### config.mk
export PLATFORM = sky130hd
export DESIGN_NAME = task_dispatcher
export DESIGN_NICKNAME = d
export VERILOG_FILES = /design/src/gnn_aggr_pkg.sv /design/src/task_dispatcher.sv
export VERILOG_INCLUDE_DIRS = /design/src
export SDC_FILE = /design/constraint.sdc
export NUM_CORES = 1
export LEC_CHECK = 0
export BUFFER_PORTS_ARGS = -buffer_cell sky130_fd_sc_hd__buf_2
export CORE_AREA = 2 2 39 41
export CTS_BUF_LIST = sky130_fd_sc_hd__clkbuf_16
export DETAILED_ROUTE_END_ITERATION = 6
export DIE_AREA = 0 0 41 43
export PLACE_DENSITY_LB_ADDON = 0.05
export SYNTH_ARGS = -nofsm -noshare
export SYNTH_HDL_FRONTEND = slang
export SYNTH_SLANG_ARGS = --single-unit
### constraint.sdc
create_clock -name clk -period 3.4 [get_ports clk]
set_clock_uncertainty 0.2 [all_clocks]
set_input_delay 0 -clock clk [delete_from_list [all_inputs] [get_ports clk]]
set_output_delay 0 -clock clk [all_outputs]
set_load 0.02 [all_outputs]
### src/gnn_aggr_consts.svh
`ifndef GNN_AGGR_CONSTS_SVH
`define GNN_AGGR_CONSTS_SVH

// engine size
`define NUM_EDGE_PE 4
`define PE_IDX_W 2

// graph limits
`define NODE_ID_W 7
`define MAX_DEGREE 8
`define DEGREE_W 4

// feature lanes and sums
`define LANE_W 8
`define AGG_W 11 // MAX_DEGREE * 255 fits

`endif

### src/gnn_aggr_pkg.sv
`include "gnn_aggr_consts.svh"

package gnn_aggr_pkg;

    typedef logic [`NODE_ID_W-1:0] node_id_t;
    typedef logic [`LANE_W-1:0] lane_t;
    typedef logic [`AGG_W-1:0] agg_t;
    typedef logic [`DEGREE_W-1:0] degree_t;

    // what a PE asks the graph memory for
    typedef enum logic {
        kind_neighbors = 1'b0,
        kind_feature   = 1'b1
    } req_kind_t;

    typedef struct packed {
        node_id_t  node;
        req_kind_t kind;
    } mem_req_t;

    typedef struct packed {
        node_id_t node;
        degree_t  degree;
        agg_t     sum0;
        agg_t     sum1;
    } agg_result_t;

    // graph load port target table
    typedef enum logic [1:0] {
        wr_degree   = 2'd0,
        wr_neighbor = 2'd1,
        wr_feature  = 2'd2
    } wr_kind_t;

endpackage

### src/task_dispatcher.sv
`timescale 1ns/100ps
`include "gnn_aggr_consts.svh"

module task_dispatcher import gnn_aggr_pkg::*; (
    input  logic                    clk,
    input  logic                    reset,
    input  logic                    task_valid,
    input  node_id_t                task_node,
    input  logic [`NUM_EDGE_PE-1:0] pe_idle,
    output logic                    task_ready,
    output logic [`NUM_EDGE_PE-1:0] pe_start,
    output node_id_t                start_node
);

    logic                    buf_valid;
    node_id_t                buf_node;
    logic [`NUM_EDGE_PE-1:0] first_idle;
    logic                    issue;

    assign first_idle = pe_idle & (~pe_idle + 1'b1); // lowest set bit
    assign issue      = buf_valid && (|pe_idle);
    assign pe_start   = issue ? first_idle : '0;
    assign start_node = buf_node;

    // buffer frees up in the same cycle it issues
    assign task_ready = !buf_valid || issue;

    always_ff @(posedge clk) begin
        if (reset) begin
            buf_valid <= 1'b0;
        end else if (task_valid && task_ready) begin
            buf_valid <= 1'b1;
        end else if (issue) begin
            buf_valid <= 1'b0;
        end
    end

    always_ff @(posedge clk) begin
        if (task_valid && task_ready) begin
            buf_node <= task_node;
        end
    end

endmodule

**After elaboration in Yosys (flattened, before gate mapping)**

Index checks and enable logic that the tools add are counted.

- Bits in registers: 8

- Add/subtract/negate cells: 1
- Mux-type cells: 3
- Bitwise logic cells: 2
- Reduce and logical (&&, ||, !) cells: 6

Operators with widths:

| kind | count |
|---|---|
| $add 4x1->4 const B | 1 |
| $and 4x4->4 | 1 |
| $mux 4 | 1 |
| $not 4->4 | 1 |
| $reduce_or 4->1 | 1 |
| $logic_and 1x1->1 | 2 |
| $mux 1 | 2 |
| $reduce_bool 2->1 | 1 |
| $logic_not 1->1 | 1 |
| $logic_or 1x1->1 | 1 |

**Logic depth before layout (Yosys ltp)**

- Word-level depth: 5
- Depth in mapped cells: 2
- Mapped depth without buffers: 2

**Worst setup path after synthesis**

OpenSTA, ideal clock, no wires.

- Path type: register to register
- From: register buf_valid
- To: register buf_node[0], in the netlist start_node[0] (enable)
- Setup time: 0.382 ns
- Arrival: 1.024 ns
- Data required time: 2.818 ns
- Setup slack: 1.794 ns
- Cell stages (with the launch flop): 3
- Period minus slack after synthesis: 1.606 ns
- Path through: dfxtp_1 nor4b_4 a21boi_0

- Cells in the longest elaborated chain, start to end: 3
- Elaborated cells on any way between the ends: 4
- Classes of those cells: reduce/logical: 4

RTL lines:

| element | RTL line | source |
|---|---|---|
| start, declared | task_dispatcher.sv:15 | `logic buf_valid;` |
| start signal, assigned | task_dispatcher.sv:30 | `buf_valid <= 1'b0;` |
| start signal, assigned | task_dispatcher.sv:32 | `buf_valid <= 1'b1;` |
| start signal, assigned | task_dispatcher.sv:34 | `buf_valid <= 1'b0;` |
| $logic_not 1->1 / $logic_and 1x1->1 (equally long branches) | task_dispatcher.sv:26, task_dispatcher.sv:21 |  |
| $logic_or 1x1->1 * | task_dispatcher.sv:26 | `assign task_ready = !buf_valid \|\| issue;` |
| $logic_and 1x1->1 * | task_dispatcher.sv:39 | `if (task_valid && task_ready) begin` |
| end signal, assigned | task_dispatcher.sv:40 | `buf_node <= task_node;` |
| end, declared | task_dispatcher.sv:16 | `node_id_t buf_node;` |

Mark *: on every way between the ends. The rest lies on a longest branch, timed or not.
A chain may end at the register's enable or synchronous reset.

**Worst setup path after layout**

- From: register buf_valid
- To: register buf_node[3], in the netlist start_node[3] (enable)

The elaborated chain is that of the path after synthesis.

==> results.json <==
{
  "period_share_pct": 52.8,
  "path_clk_slew_ps": 30,
  "postCtsResizedCells": 0,
  "core-area_mm2": 0.00138,
  "fin_crit_ps": 1800,
  "num_vias": 301,
  "yosysTopAreaCell": "edfxtp_1",
  "cp-start-kind": "flop",
  "powerDensity_mw_per_mm2": 546,
  "track_usage_pct": 9.04,
  "viasPerCell": 4.12,
  "max_slew.worst_pin.slew_ps": 962,
  "max_stage_delay_ps": 760,
  "grt_max_degree": 8,
  "area_delta_synth_final_pct": 98.0,
  "placed_cells": 60,
  "fp.dieW_um": 41,
  "gr-total-overflow": 0,
  "cts_tree": "yes",
  "ant_nets": 0,
  "netlist_instances": 19,
  "clkLatencyLatePin_ps": 230,
  "die_y_um": 43,
  "route.detailed.drc": 0,
  "max-cap-violations": 0,
  "max_freq_ghz": 0.557,
  "nNetsFinal": 72,
  "netlist_area_um2": 320,
  "p_leak_nw": 0.301,
  "synth.most_common_cell": "edfxtp_1",
  "drtIter0Drc": 1,
  "synth_cell_types": 11,
  "async_flop_share_pct": 0,
  "root_buffer": "clkbuf_16",
  "rsz0062_at_grt": "no",
  "ys_top_cells_by_count": "edfxtp_1 (7), and2_1 (2), inv_1 (2)",
  "drive_above_1_share_pct": 54.4,
  "relSlewSlack_pct": 35.3,
  "synth_edf_count": 7,
  "syn_nets": 33,
  "yosysTopAreaCellShare_pct": 65.6,
  "cp.arrival_ps": 1440,
  "port_buffers": 25,
  "hold_violations": 0,
  "dp_hpwl_um": 588,
  "synth_ff_type": "edfxtp_1",
  "numCtsBuffers": 3,
  "critPathRequiredTime_ps": 3050,
  "path_cells": "nor4b_4 > a21boi_0",
  "crit_fanout": 7,
  "slew_violations": 0,
  "slowest_stage": "a21boi_0",
  "setup_violations": 0,
  "antenna_found_initial": 0,
  "hold_slack_ps": 137,
  "crit_type": "flop to flop",
  "antenna_cells": 0,
  "ys_ff_latch": 8,
  "final_cells": 73,
  "avgRoutedWirePerCell_um": 9.44,
  "seq_area_frac_synth_pct": 71.9,
  "wl_um": 689,
  "htree_levels": 1,
  "numClockSinks": 8,
  "cp-end-kind": "flop",
  "cts_setup_buffers": 0,
  "dieArea_mm2": 0.00176,
  "grt_pass1_vias": 285,
  "yosysWarnings": 0,
  "ios": 26,
  "syn_avg_cell_area_um2": 16.9,
  "rows": 14,
  "setup_tns_ps": 0,
  "initial_core_util_pct": 23.1,
  "place_congestion": 0.628,
  "ir_drop_mv": 0.293,
  "hp-class": "primary input to primary output",
  "synth_area_leaders": "edfxtp_1 (66%), nor4b_4 (7.4%), dfxtp_1 (6.3%)",
  "grt_pass1_wl_mm": 1.01,
  "firstDrtPassIters": 3,
  "status": "finished, final reports clean",
  "clk_path_buf_depth": 2
}
cell families after synthesis:
logic type	after synthesis	synth area share, %
DFF	8	71.9
and+or+nand+nor	7	20.7
AOI/OAI and AO/OA	2	5.08
buffers and inverters	2	2.34
placed cells by master (no fill, tap or decap):
| cell type | instances |
|---|---|
| a21boi_0 | 1 |
| dlygate4sd3_1 | 9 |
| buf_2 | 25 |
| nor2_1 | 1 |
| dfxtp_1 | 1 |
| clkbuf_16 | 3 |
| and2_1 | 2 |
| nor4b_4 | 1 |
| inv_1 | 3 |
| nand2_1 | 1 |
| and3b_2 | 1 |
| edfxtp_1 | 7 |
| and4bb_2 | 1 |
| a22o_1 | 1 |
repair_timing:
| action | 4_1_cts | 5_1_grt |
|---|---|---|
| endpoints found under the hold margin | 8 | 0 |
| hold buffers | 9 | 0 |
| endpoints found under the setup margin | 0 | 0 |
final timing paths:
| check | startpoint | endpoint | slack (ps) | depth (start not counted) |
|---|---|---|---|---|
| worst max-delay path | buf_valid | start_node[3] | 1600 | 2 |
| worst min register to register | buf_valid | start_node[4] | 1000 | 2 |
| worst min-delay path | pe_idle[3] | task_ready | 140 | 4 |
| worst max register to register | buf_valid | start_node[3] | 1600 | 2 |
critical path: cells and delay by family, from the launching register on:
kind	cells	cell delay [ps]
AO/OA/AOI/OAI	1	760
flip-flops	1	310
AND/OR/NAND/NOR	1	140
report_power, final:
part / internal, mW / leakage (nW) / switching [mW] / total, mW
registers: 0.114 / 0.0768 / 0.00139 / 0.115
clock network: 0.153 / 0.0423 / 0.0421 / 0.195
logic: 0.0188 / 0.182 / 0.0173 / 0.0361
state kept, by name, summed over array words and instances (netlist names):
name	cells
buf_valid	1
start_node	7
metal layers:
layer  part of all wire [%]  vias to the layer above  global-route usage (%)
met5                      0                        -                       0
met4                      0                        0                    4.00
met3                    8.7                        0                    6.28
met2                     56                       13                    16.9
met1                     35                      140                    5.67
li1                       -                      148                       -
through the flow:
step	util, %	total power [mW]	instance area [µm²]	setup slack, ps
detailed placement	33.6	0.146	465	1540
floorplan	-	0.130	320	1790
global placement	33.6	0.144	465	1600
finish	45.8	0.346	634	1600
CTS	45.8	0.352	634	1540
global route	45.8	0.361	634	1510
cell type report:
| class | count | area (µm²) |
|---|---|---|
| Clock buffer | 3 | 75.1 |
| Clock inverter | 1 | 3.75 |
| Fill cell | 131 | 749 |
| Inverter | 2 | 7.51 |
| Multi-Input combinational cell | 9 | 82.6 |
| Sequential cell | 8 | 230 |
| Tap cell | 16 | 20.0 |
| Timing Repair Buffer | 34 | 215 |
No activity file was read; power rests on OpenSTA's default activity.
