### src/gnn_aggr_consts.svh
`ifndef GNN_AGGR_CONSTS_SVH
`define GNN_AGGR_CONSTS_SVH

// engine size
`define NUM_EDGE_PE 4
`define PE_IDX_W 2

// graph limits
`define NODE_ID_W 7
`define MAX_DEGREE 8
`define DEGREE_W 4

// feature lanes and sums
`define LANE_W 8
`define AGG_W 11 // MAX_DEGREE * 255 fits

`endif

### src/gnn_aggr_pkg.sv
`include "gnn_aggr_consts.svh"

package gnn_aggr_pkg;

    typedef logic [`NODE_ID_W-1:0] node_id_t;
    typedef logic [`LANE_W-1:0] lane_t;
    typedef logic [`AGG_W-1:0] agg_t;
    typedef logic [`DEGREE_W-1:0] degree_t;

    // what a PE asks the graph memory for
    typedef enum logic {
        kind_neighbors = 1'b0,
        kind_feature   = 1'b1
    } req_kind_t;

    typedef struct packed {
        node_id_t  node;
        req_kind_t kind;
    } mem_req_t;

    typedef struct packed {
        node_id_t node;
        degree_t  degree;
        agg_t     sum0;
        agg_t     sum1;
    } agg_result_t;

    // graph load port target table
    typedef enum logic [1:0] {
        wr_degree   = 2'd0,
        wr_neighbor = 2'd1,
        wr_feature  = 2'd2
    } wr_kind_t;

endpackage

### src/edge_pe.sv
`timescale 1ns/100ps
`include "gnn_aggr_consts.svh"

module edge_pe import gnn_aggr_pkg::*; (
    input  logic                  clk,
    input  logic                  reset,
    input  logic                  start,
    input  node_id_t              start_node,
    input  logic                  mem_grant,
    input  logic                  resp_sos,
    input  logic                  resp_eos,
    input  logic [2*`LANE_W-1:0]  resp_data,
    input  degree_t               resp_degree,
    input  logic                  res_take,
    output logic                  idle,
    output logic                  mem_req,
    output req_kind_t             mem_req_kind,
    output node_id_t              mem_req_node,
    output logic                  res_valid,
    output agg_result_t           res_data
);

    localparam int IDX_W = $clog2(`MAX_DEGREE);

    typedef enum logic [2:0] {
        st_idle,
        st_req_neighbors,
        st_stream_neighbors,
        st_req_feature,
        st_wait_feature,
        st_done
    } state_t;

    state_t             state;
    node_id_t           target;
    node_id_t           nbr_ids [`MAX_DEGREE];
    logic [IDX_W-2:0]   fill_cnt;  // beats received, two ids each
    degree_t            degree_q;
    degree_t            fetch_ptr;
    agg_t               sum0;
    agg_t               sum1;
    lane_t              lane0;
    lane_t              lane1;
    node_id_t           id_lo;
    node_id_t           id_hi;

    assign id_lo = resp_data[`NODE_ID_W-1:0];
    assign id_hi = resp_data[2*`NODE_ID_W-1:`NODE_ID_W];
    assign lane0 = resp_data[`LANE_W-1:0];
    assign lane1 = resp_data[2*`LANE_W-1:`LANE_W];

    always_ff @(posedge clk) begin
        if (reset) begin
            state     <= st_idle;
            fill_cnt  <= '0;
            fetch_ptr <= '0;
        end else begin
            case (state)
                st_idle: begin
                    if (start) begin
                        fill_cnt  <= '0;
                        fetch_ptr <= '0;
                        state     <= st_req_neighbors;
                    end
                end
                st_req_neighbors: begin
                    if (mem_grant) begin
                        state <= st_stream_neighbors;
                    end
                end
                st_stream_neighbors: begin
                    // one beat every cycle until eos
                    fill_cnt <= fill_cnt + 1'b1;
                    if (resp_eos) begin
                        state <= (resp_degree == '0) ? st_done : st_req_feature;
                    end
                end
                st_req_feature: begin
                    if (mem_grant) begin
                        state <= st_wait_feature;
                    end
                end
                st_wait_feature: begin
                    if (resp_eos) begin
                        fetch_ptr <= fetch_ptr + 1'b1;
                        if (fetch_ptr + 1'b1 == degree_q) begin
                            state <= st_done;
                        end else begin
                            state <= st_req_feature;
                        end
                    end
                end
                st_done: begin
                    if (res_take) begin
                        state <= st_idle;
                    end
                end
                default: state <= st_idle;
            endcase
        end
    end

    always_ff @(posedge clk) begin
        if (state == st_idle && start) begin
            target <= start_node;
            sum0   <= '0;
            sum1   <= '0;
        end
        if (state == st_stream_neighbors) begin
            nbr_ids[{fill_cnt, 1'b0}] <= id_lo;
            nbr_ids[{fill_cnt, 1'b1}] <= id_hi;
            if (resp_sos) begin
                degree_q <= resp_degree;
            end
        end
        if (state == st_wait_feature && resp_eos) begin
            sum0 <= sum0 + agg_t'(lane0);
            sum1 <= sum1 + agg_t'(lane1);
        end
    end

    assign idle         = (state == st_idle);
    assign mem_req      = (state == st_req_neighbors) || (state == st_req_feature);
    assign mem_req_kind = (state == st_req_feature) ? kind_feature : kind_neighbors;
    assign mem_req_node = (state == st_req_feature) ? nbr_ids[fetch_ptr[IDX_W-1:0]] : target;

    assign res_valid       = (state == st_done);
    assign res_data.node   = target;
    assign res_data.degree = degree_q;
    assign res_data.sum0   = sum0;
    assign res_data.sum1   = sum1;

endmodule

### config.mk
export PLATFORM = sky130hd
export DESIGN_NAME = edge_pe
export DESIGN_NICKNAME = d
export VERILOG_FILES = /design/src/gnn_aggr_pkg.sv /design/src/edge_pe.sv
export VERILOG_INCLUDE_DIRS = /design/src
export SDC_FILE = /design/constraint.sdc
export NUM_CORES = 1
export LEC_CHECK = 0
export ABC_AREA = 1
export BUFFER_PORTS_ARGS = -buffer_cell sky130_fd_sc_hd__buf_2
export CAP_MARGIN = 20
export CORE_MARGIN = 1.5
export CORE_UTILIZATION = 55
export DETAILED_ROUTE_END_ITERATION = 7
export GPL_TIMING_DRIVEN = 0
export PLACE_DENSITY = 0.81
export SYNTH_ARGS = -nofsm -noshare
export SYNTH_HDL_FRONTEND = slang
export SYNTH_SLANG_ARGS = --single-unit
### constraint.sdc
create_clock -name clk -period 4.1 [get_ports clk]
set_clock_uncertainty 0.15 [all_clocks]
set_input_delay 0.41 -clock clk [delete_from_list [all_inputs] [get_ports clk]]
set_output_delay 0.41 -clock clk [all_outputs]
set_load 0.01 [all_outputs]
* After elaboration in Yosys (flattened, before gate mapping) *
Memory sizes are Yosys's and may differ from the RTL's. A register that Yosys moved wholly into a read port is not among the register bits.
Index checks and enable logic that the tools add are counted.

word-level totals
  RAM bits = 56
  word-level logic and storage cells = 59
  register bits after elaboration = 42
  input port bits = 34
  latch bits = 0
  bits in read-only memories = 0
  output and inout bits = 44
  memories = 1

memory list
  name     words  width  rd ports  clocked after memory_dff  write ports  RTL line       RTL
  nbr_ids  8      7      1         1                         2            edge_pe.sv:36  node_id_t nbr_ids [`MAX_DEGREE];

operators by class
  eq/ne operators = 12
  multiplexer cells = 23
  multiply operators = 0
  bitwise logic cells = 0
  div/mod/pow operators = 0
  order comparisons = 0
  reduce and logical (&&, ||, !) cells = 12
  add/sub/neg operators = 4
  shifts and indexed selects = 0

operators with widths
  kind                                                                    number
  11-bit two-way mux                                                      3
  3-bit two-way mux                                                       10
  11-bit by 8-bit adder with 11-bit output                                2
  3-bit case mux with 6 select lines                                      1
  2-bit inequality test (second input constant)                           6
  4-bit two-way mux                                                       2
  4-bit case mux with 2 select lines                                      1
  7-bit two-way mux                                                       1
  3-bit by 2-bit equality test with 1-bit output (second input constant)  2
  3-bit equality test (second input constant)                             2
  6-bit AND reduction                                                     1
  2-bit nonzero test                                                      3
  4-bit by 1-bit adder with 4-bit output (second input constant)          1
  4-bit equality test                                                     1
  4-bit zero test                                                         1
  2-bit case mux with 2 select lines                                      1
  2-bit AND reduction                                                     2
  3-bit by 1-bit equality test with 1-bit output (second input constant)  1
  3-bit zero test                                                         1
  1-bit two-way mux                                                       3
  3-bit AND reduction                                                     1
  2-bit by 1-bit adder with 2-bit output (second input constant)          1
  1-bit logical AND                                                       2
  2-bit two-way mux                                                       1
  1-bit logical OR                                                        1

* Longest topological paths before layout *
  word-level depth = 5
  depth in mapped cells = 11
  mapped depth without buffers = 11

* Least setup slack after synthesis *
No wires, ideal clock.

  kind = reg2reg
  start point = reg state[1]
  end point = reg with a tool-made name
  setup time = 0.134 ns
  period minus slack after synthesis = 2.017 ns
  path buffers = 0
  data arrival time = 1.733 ns
  cell stages (with the launch flop) = 9
  slack = 2.083 ns
  required time = 3.816 ns
  path through = dfxtp_1 -> inv_2 -> nand2_1 -> nor2_1 -> nand2_1 -> nand2_1 -> inv_1 -> nor2_1 -> a211oi_2

RTL lines
  element                   RTL line       RTL
  start: declaration        edge_pe.sv:34  state_t state;
  start signal: assignment  edge_pe.sv:54  state <= st_idle;
  start signal: assignment  edge_pe.sv:63  state <= st_req_neighbors;
  start signal: assignment  edge_pe.sv:68  state <= st_stream_neighbors;

==> flow_summary.json <==
{
  "die_x_um": 97.3,
  "drive_gt1_share_pct": 20.1,
  "ir_drop_uv": 301,
  "cp_data_required_time_ns": 3.54,
  "crit_path_end": "mem_req_node[0]",
  "cp_max_fo": 10,
  "path_cells": "buf_2 > clkbuf_1 > o21ai_0 > o211ai_1 > o211ai_1 > nand2_1 > buf_2",
  "reg2regPathDepth": 8,
  "cap_violations": 0,
  "yosysWarningCount": 0,
  "timing.fmax_mhz": 373,
  "clock-root-buffer": "clkbuf_8",
  "antenna_left": 0,
  "wl_per_cell_um": 16.3,
  "clk_path_buf_depth": 2,
  "drc": 0,
  "cp-end-kind": "primary output",
  "initial_core_util_pct": 56.3,
  "status": "completed",
  "ios": 78,
  "slew_headroom_pct": 33.1,
  "hpwl_mm": 8.04,
  "critPathMaxStageDelay_ns": 0.42,
  "critPathArrivalTime_ns": 2.12,
  "period_share_pct": 65.4,
  "slew_violations": 0,
  "fp-row-count": 34,
  "r2r_start": "state[1]$_SDFFE_PP0P_",
  "tightest_slew_ns": 1.00,
  "drt-initial-drc-count": 252,
  "clk_latency_ns": 0.37,
  "slowest_stage": "clkbuf_1",
  "die_h_um": 97.3,
  "htree_levels": 3,
  "synth-seq-cells": 101,
  "ys_seq_area_share_pct": 59.6,
  "grt_antenna_before_repair": 0,
  "r2r_slack_ns": 1.63,
  "die_area_um2": 9460,
  "holdCritPathClass": "in2reg",
  "grt_pass1_vias": 3801,
  "pwr_density_cell_nw_per_um2": 504,
  "synth_area_per_cell_um2": 10.2,
  "fin_setup_tns_ns": 0,
  "cts_tree": "yes",
  "synth_nets": 538,
  "core_area_um2": 8680,
  "grt.overflow.total": 0,
  "grt_pass1_wl_mm": 18.1,
  "num_vias": 3832,
  "rsz0062_at_grt": "false",
  "syn_area_um2": 4890,
  "hold_slack_ns": 0.0666,
  "cts_resized": 0,
  "cts_setup_buffers": 0,
  "clk_pin_slew_ns": 0.10,
  "finalCoreUtilization_pct": 65.0,
  "startpoint_type": "register",
  "detail_route.vias_per_cell": 5.59,
  "finalSetupViolCount": 0,
  "nNetsFinal": 629,
  "track_usage_pct": 24.3,
  "hold_violations": 0,
  "gp_congestion": 0.890,
  "wl_mm": 11.2,
  "setup.worst_path.class": "reg2out",
  "synthCells": 481,
  "first_pass_iters": 5,
  "insertedDiodeCount": 0,
  "hold_buffers": 0,
  "min_period_ns": 2.68,
  "leakage_nw": 2.35,
  "cts_sinks": 101,
  "grt_max_degree": 24,
  "areaGrowthSynthToFinish_pct": 15.4,
  "numCtsBuffers": 9,
  "portBuffers": 76,
  "netlist-cell-type-count": 37
}
[cells in the mapped netlist]
cell / count / area (µm²)
nand2_1: 75 / 282
buf_1: 1 / 3.75
nand2_2: 3 / 18.8
fa_1: 2 / 40.0
nand3_1: 17 / 85.1
a21o_1: 2 / 15.0
o21bai_1: 2 / 15.0
buf_4: 2 / 15.0
ha_1: 21 / 263
nand3_2: 1 / 10.0
a21oi_1: 30 / 150
o22ai_1: 1 / 6.26
nor2_4: 1 / 11.3
edfxtp_1: 89 / 2670
buf_6: 1 / 11.3
a21boi_0: 1 / 7.51
xor2_1: 1 / 8.76
clkbuf_1: 3 / 11.3
a22oi_1: 2 / 15.0
o21ai_1: 1 / 5.00
nand3_4: 1 / 17.5
a211oi_1: 1 / 7.51
a211oi_2: 1 / 12.5
a31oi_1: 4 / 25.0
inv_1: 44 / 165
o21ai_2: 1 / 8.76
o21a_1: 4 / 30.0
o211ai_1: 16 / 120
o21ai_0: 43 / 215
inv_2: 5 / 18.8
buf_2: 5 / 25.0
nor3_2: 1 / 10.0
nand4_1: 2 / 12.5
nor3_1: 3 / 15.0
xnor2_1: 2 / 17.5
nor2_1: 80 / 300
dfxtp_1: 12 / 240
[report_power, final]
part,total (mW),switching (mW),internal [mW]
registers,1.38,0.0808,1.29
clock network,0.632,0.348,0.284
logic,0.834,0.546,0.289
total,2.84,0.974,1.87
[worst max-delay path, delay by kind of cell (launching register included)]
family / cells / cell delay, ns
simple gates: 1 / 0.10
compound gates: 3 / 0.57
flops: 1 / 0.32
buf+inv: 3 / 0.79
[placed cells by master, fill, tap and decap left out, drive strengths merged, types with 2 or more instances in the layout]
| cell | count |
|---|---|
| a211oi | 2 |
| a21o | 2 |
| a21oi | 30 |
| a22oi | 2 |
| a31oi | 4 |
| buf | 89 |
| clkbuf | 14 |
| clkinvlp | 3 |
| dfxtp | 12 |
| edfxtp | 89 |
| fa | 2 |
| ha | 21 |
| inv | 49 |
| nand2 | 78 |
| nand3 | 19 |
| nand4 | 2 |
| nor2 | 81 |
| nor3 | 4 |
| o211ai | 16 |
| o21a | 4 |
| o21ai | 45 |
| o21bai | 2 |
| xnor2 | 2 |
[layer usage]
layer	wire length [µm]	part of all wire, %	up-vias	GRT usage [%]
met3	720	6.4	21	3.67
li1	-	-	1849	-
met1	4800	43	1814	32.3
met2	5440	49	148	40.9
met5	0	0	-	0
met4	238	2.1	0	9.01
[state kept, by name (all words and copies together), names as in the netlist, named ones only]
name / cells
fill_cnt: 2
degree_q: 4
sum0: 11
state: 3
sum1: 11
nbr_ids: 56
target: 7
fetch_ptr: 4
[metrics by stage]
| step | setup WS (ns) | instance area, µm² | power [mW] | instances |
|---|---|---|---|---|
| CTS | 1.43 | 5640 | 2.84 | 685 |
| detailed placement | 1.70 | 5450 | 2.23 | 669 |
| global route | 1.34 | 5640 | 2.99 | 685 |
| floorplan | 2.08 | 4890 | 1.93 | 481 |
| finish | 1.42 | 5640 | 2.84 | 685 |
| global placement | 1.72 | 5400 | 2.18 | 665 |
[layout make-up]
class | instances | area [µm²]
plain buffers | 12 | 66.3
flip-flops and latches | 101 | 2910
fillers | 724 | 3040
well taps | 108 | 135
multi-input cells | 319 | 1720
clock inverters | 5 | 61.3
inverters | 49 | 184
clock buffers | 11 | 131
repair buffers | 80 | 425
[cell families (layout without fill, tap and decap cells)]
group	after synthesis	in the layout	synth area share, %
XOR/XNOR	3	3	0.538
flip-flops	101	101	59.6
AND/OR/NAND/NOR	184	184	15.6
buffers and inverters	61	157	5.12
adder cells (fa/ha/maj)	23	23	6.20
AO/OA/AOI/OAI	109	109	13.0
[worst min path at each step]
stage,start,end,slack (ns),depth (start not counted)
finish,start_node[6],target[6]$_DFFE_PP_,0.07,1
global route,start_node[1],target[1]$_DFFE_PP_,0.06,1
CTS,start_node[1],target[1]$_DFFE_PP_,0.06,1
floorplan,fetch_ptr[3]$_SDFFE_PP0P_,fetch_ptr[3]$_SDFFE_PP0P_,0.32,2
global placement,fetch_ptr[3]$_SDFFE_PP0P_,fetch_ptr[3]$_SDFFE_PP0P_,0.33,2
detailed placement,fetch_ptr[3]$_SDFFE_PP0P_,fetch_ptr[3]$_SDFFE_PP0P_,0.34,2
Power figures use the tool's default switching activity.
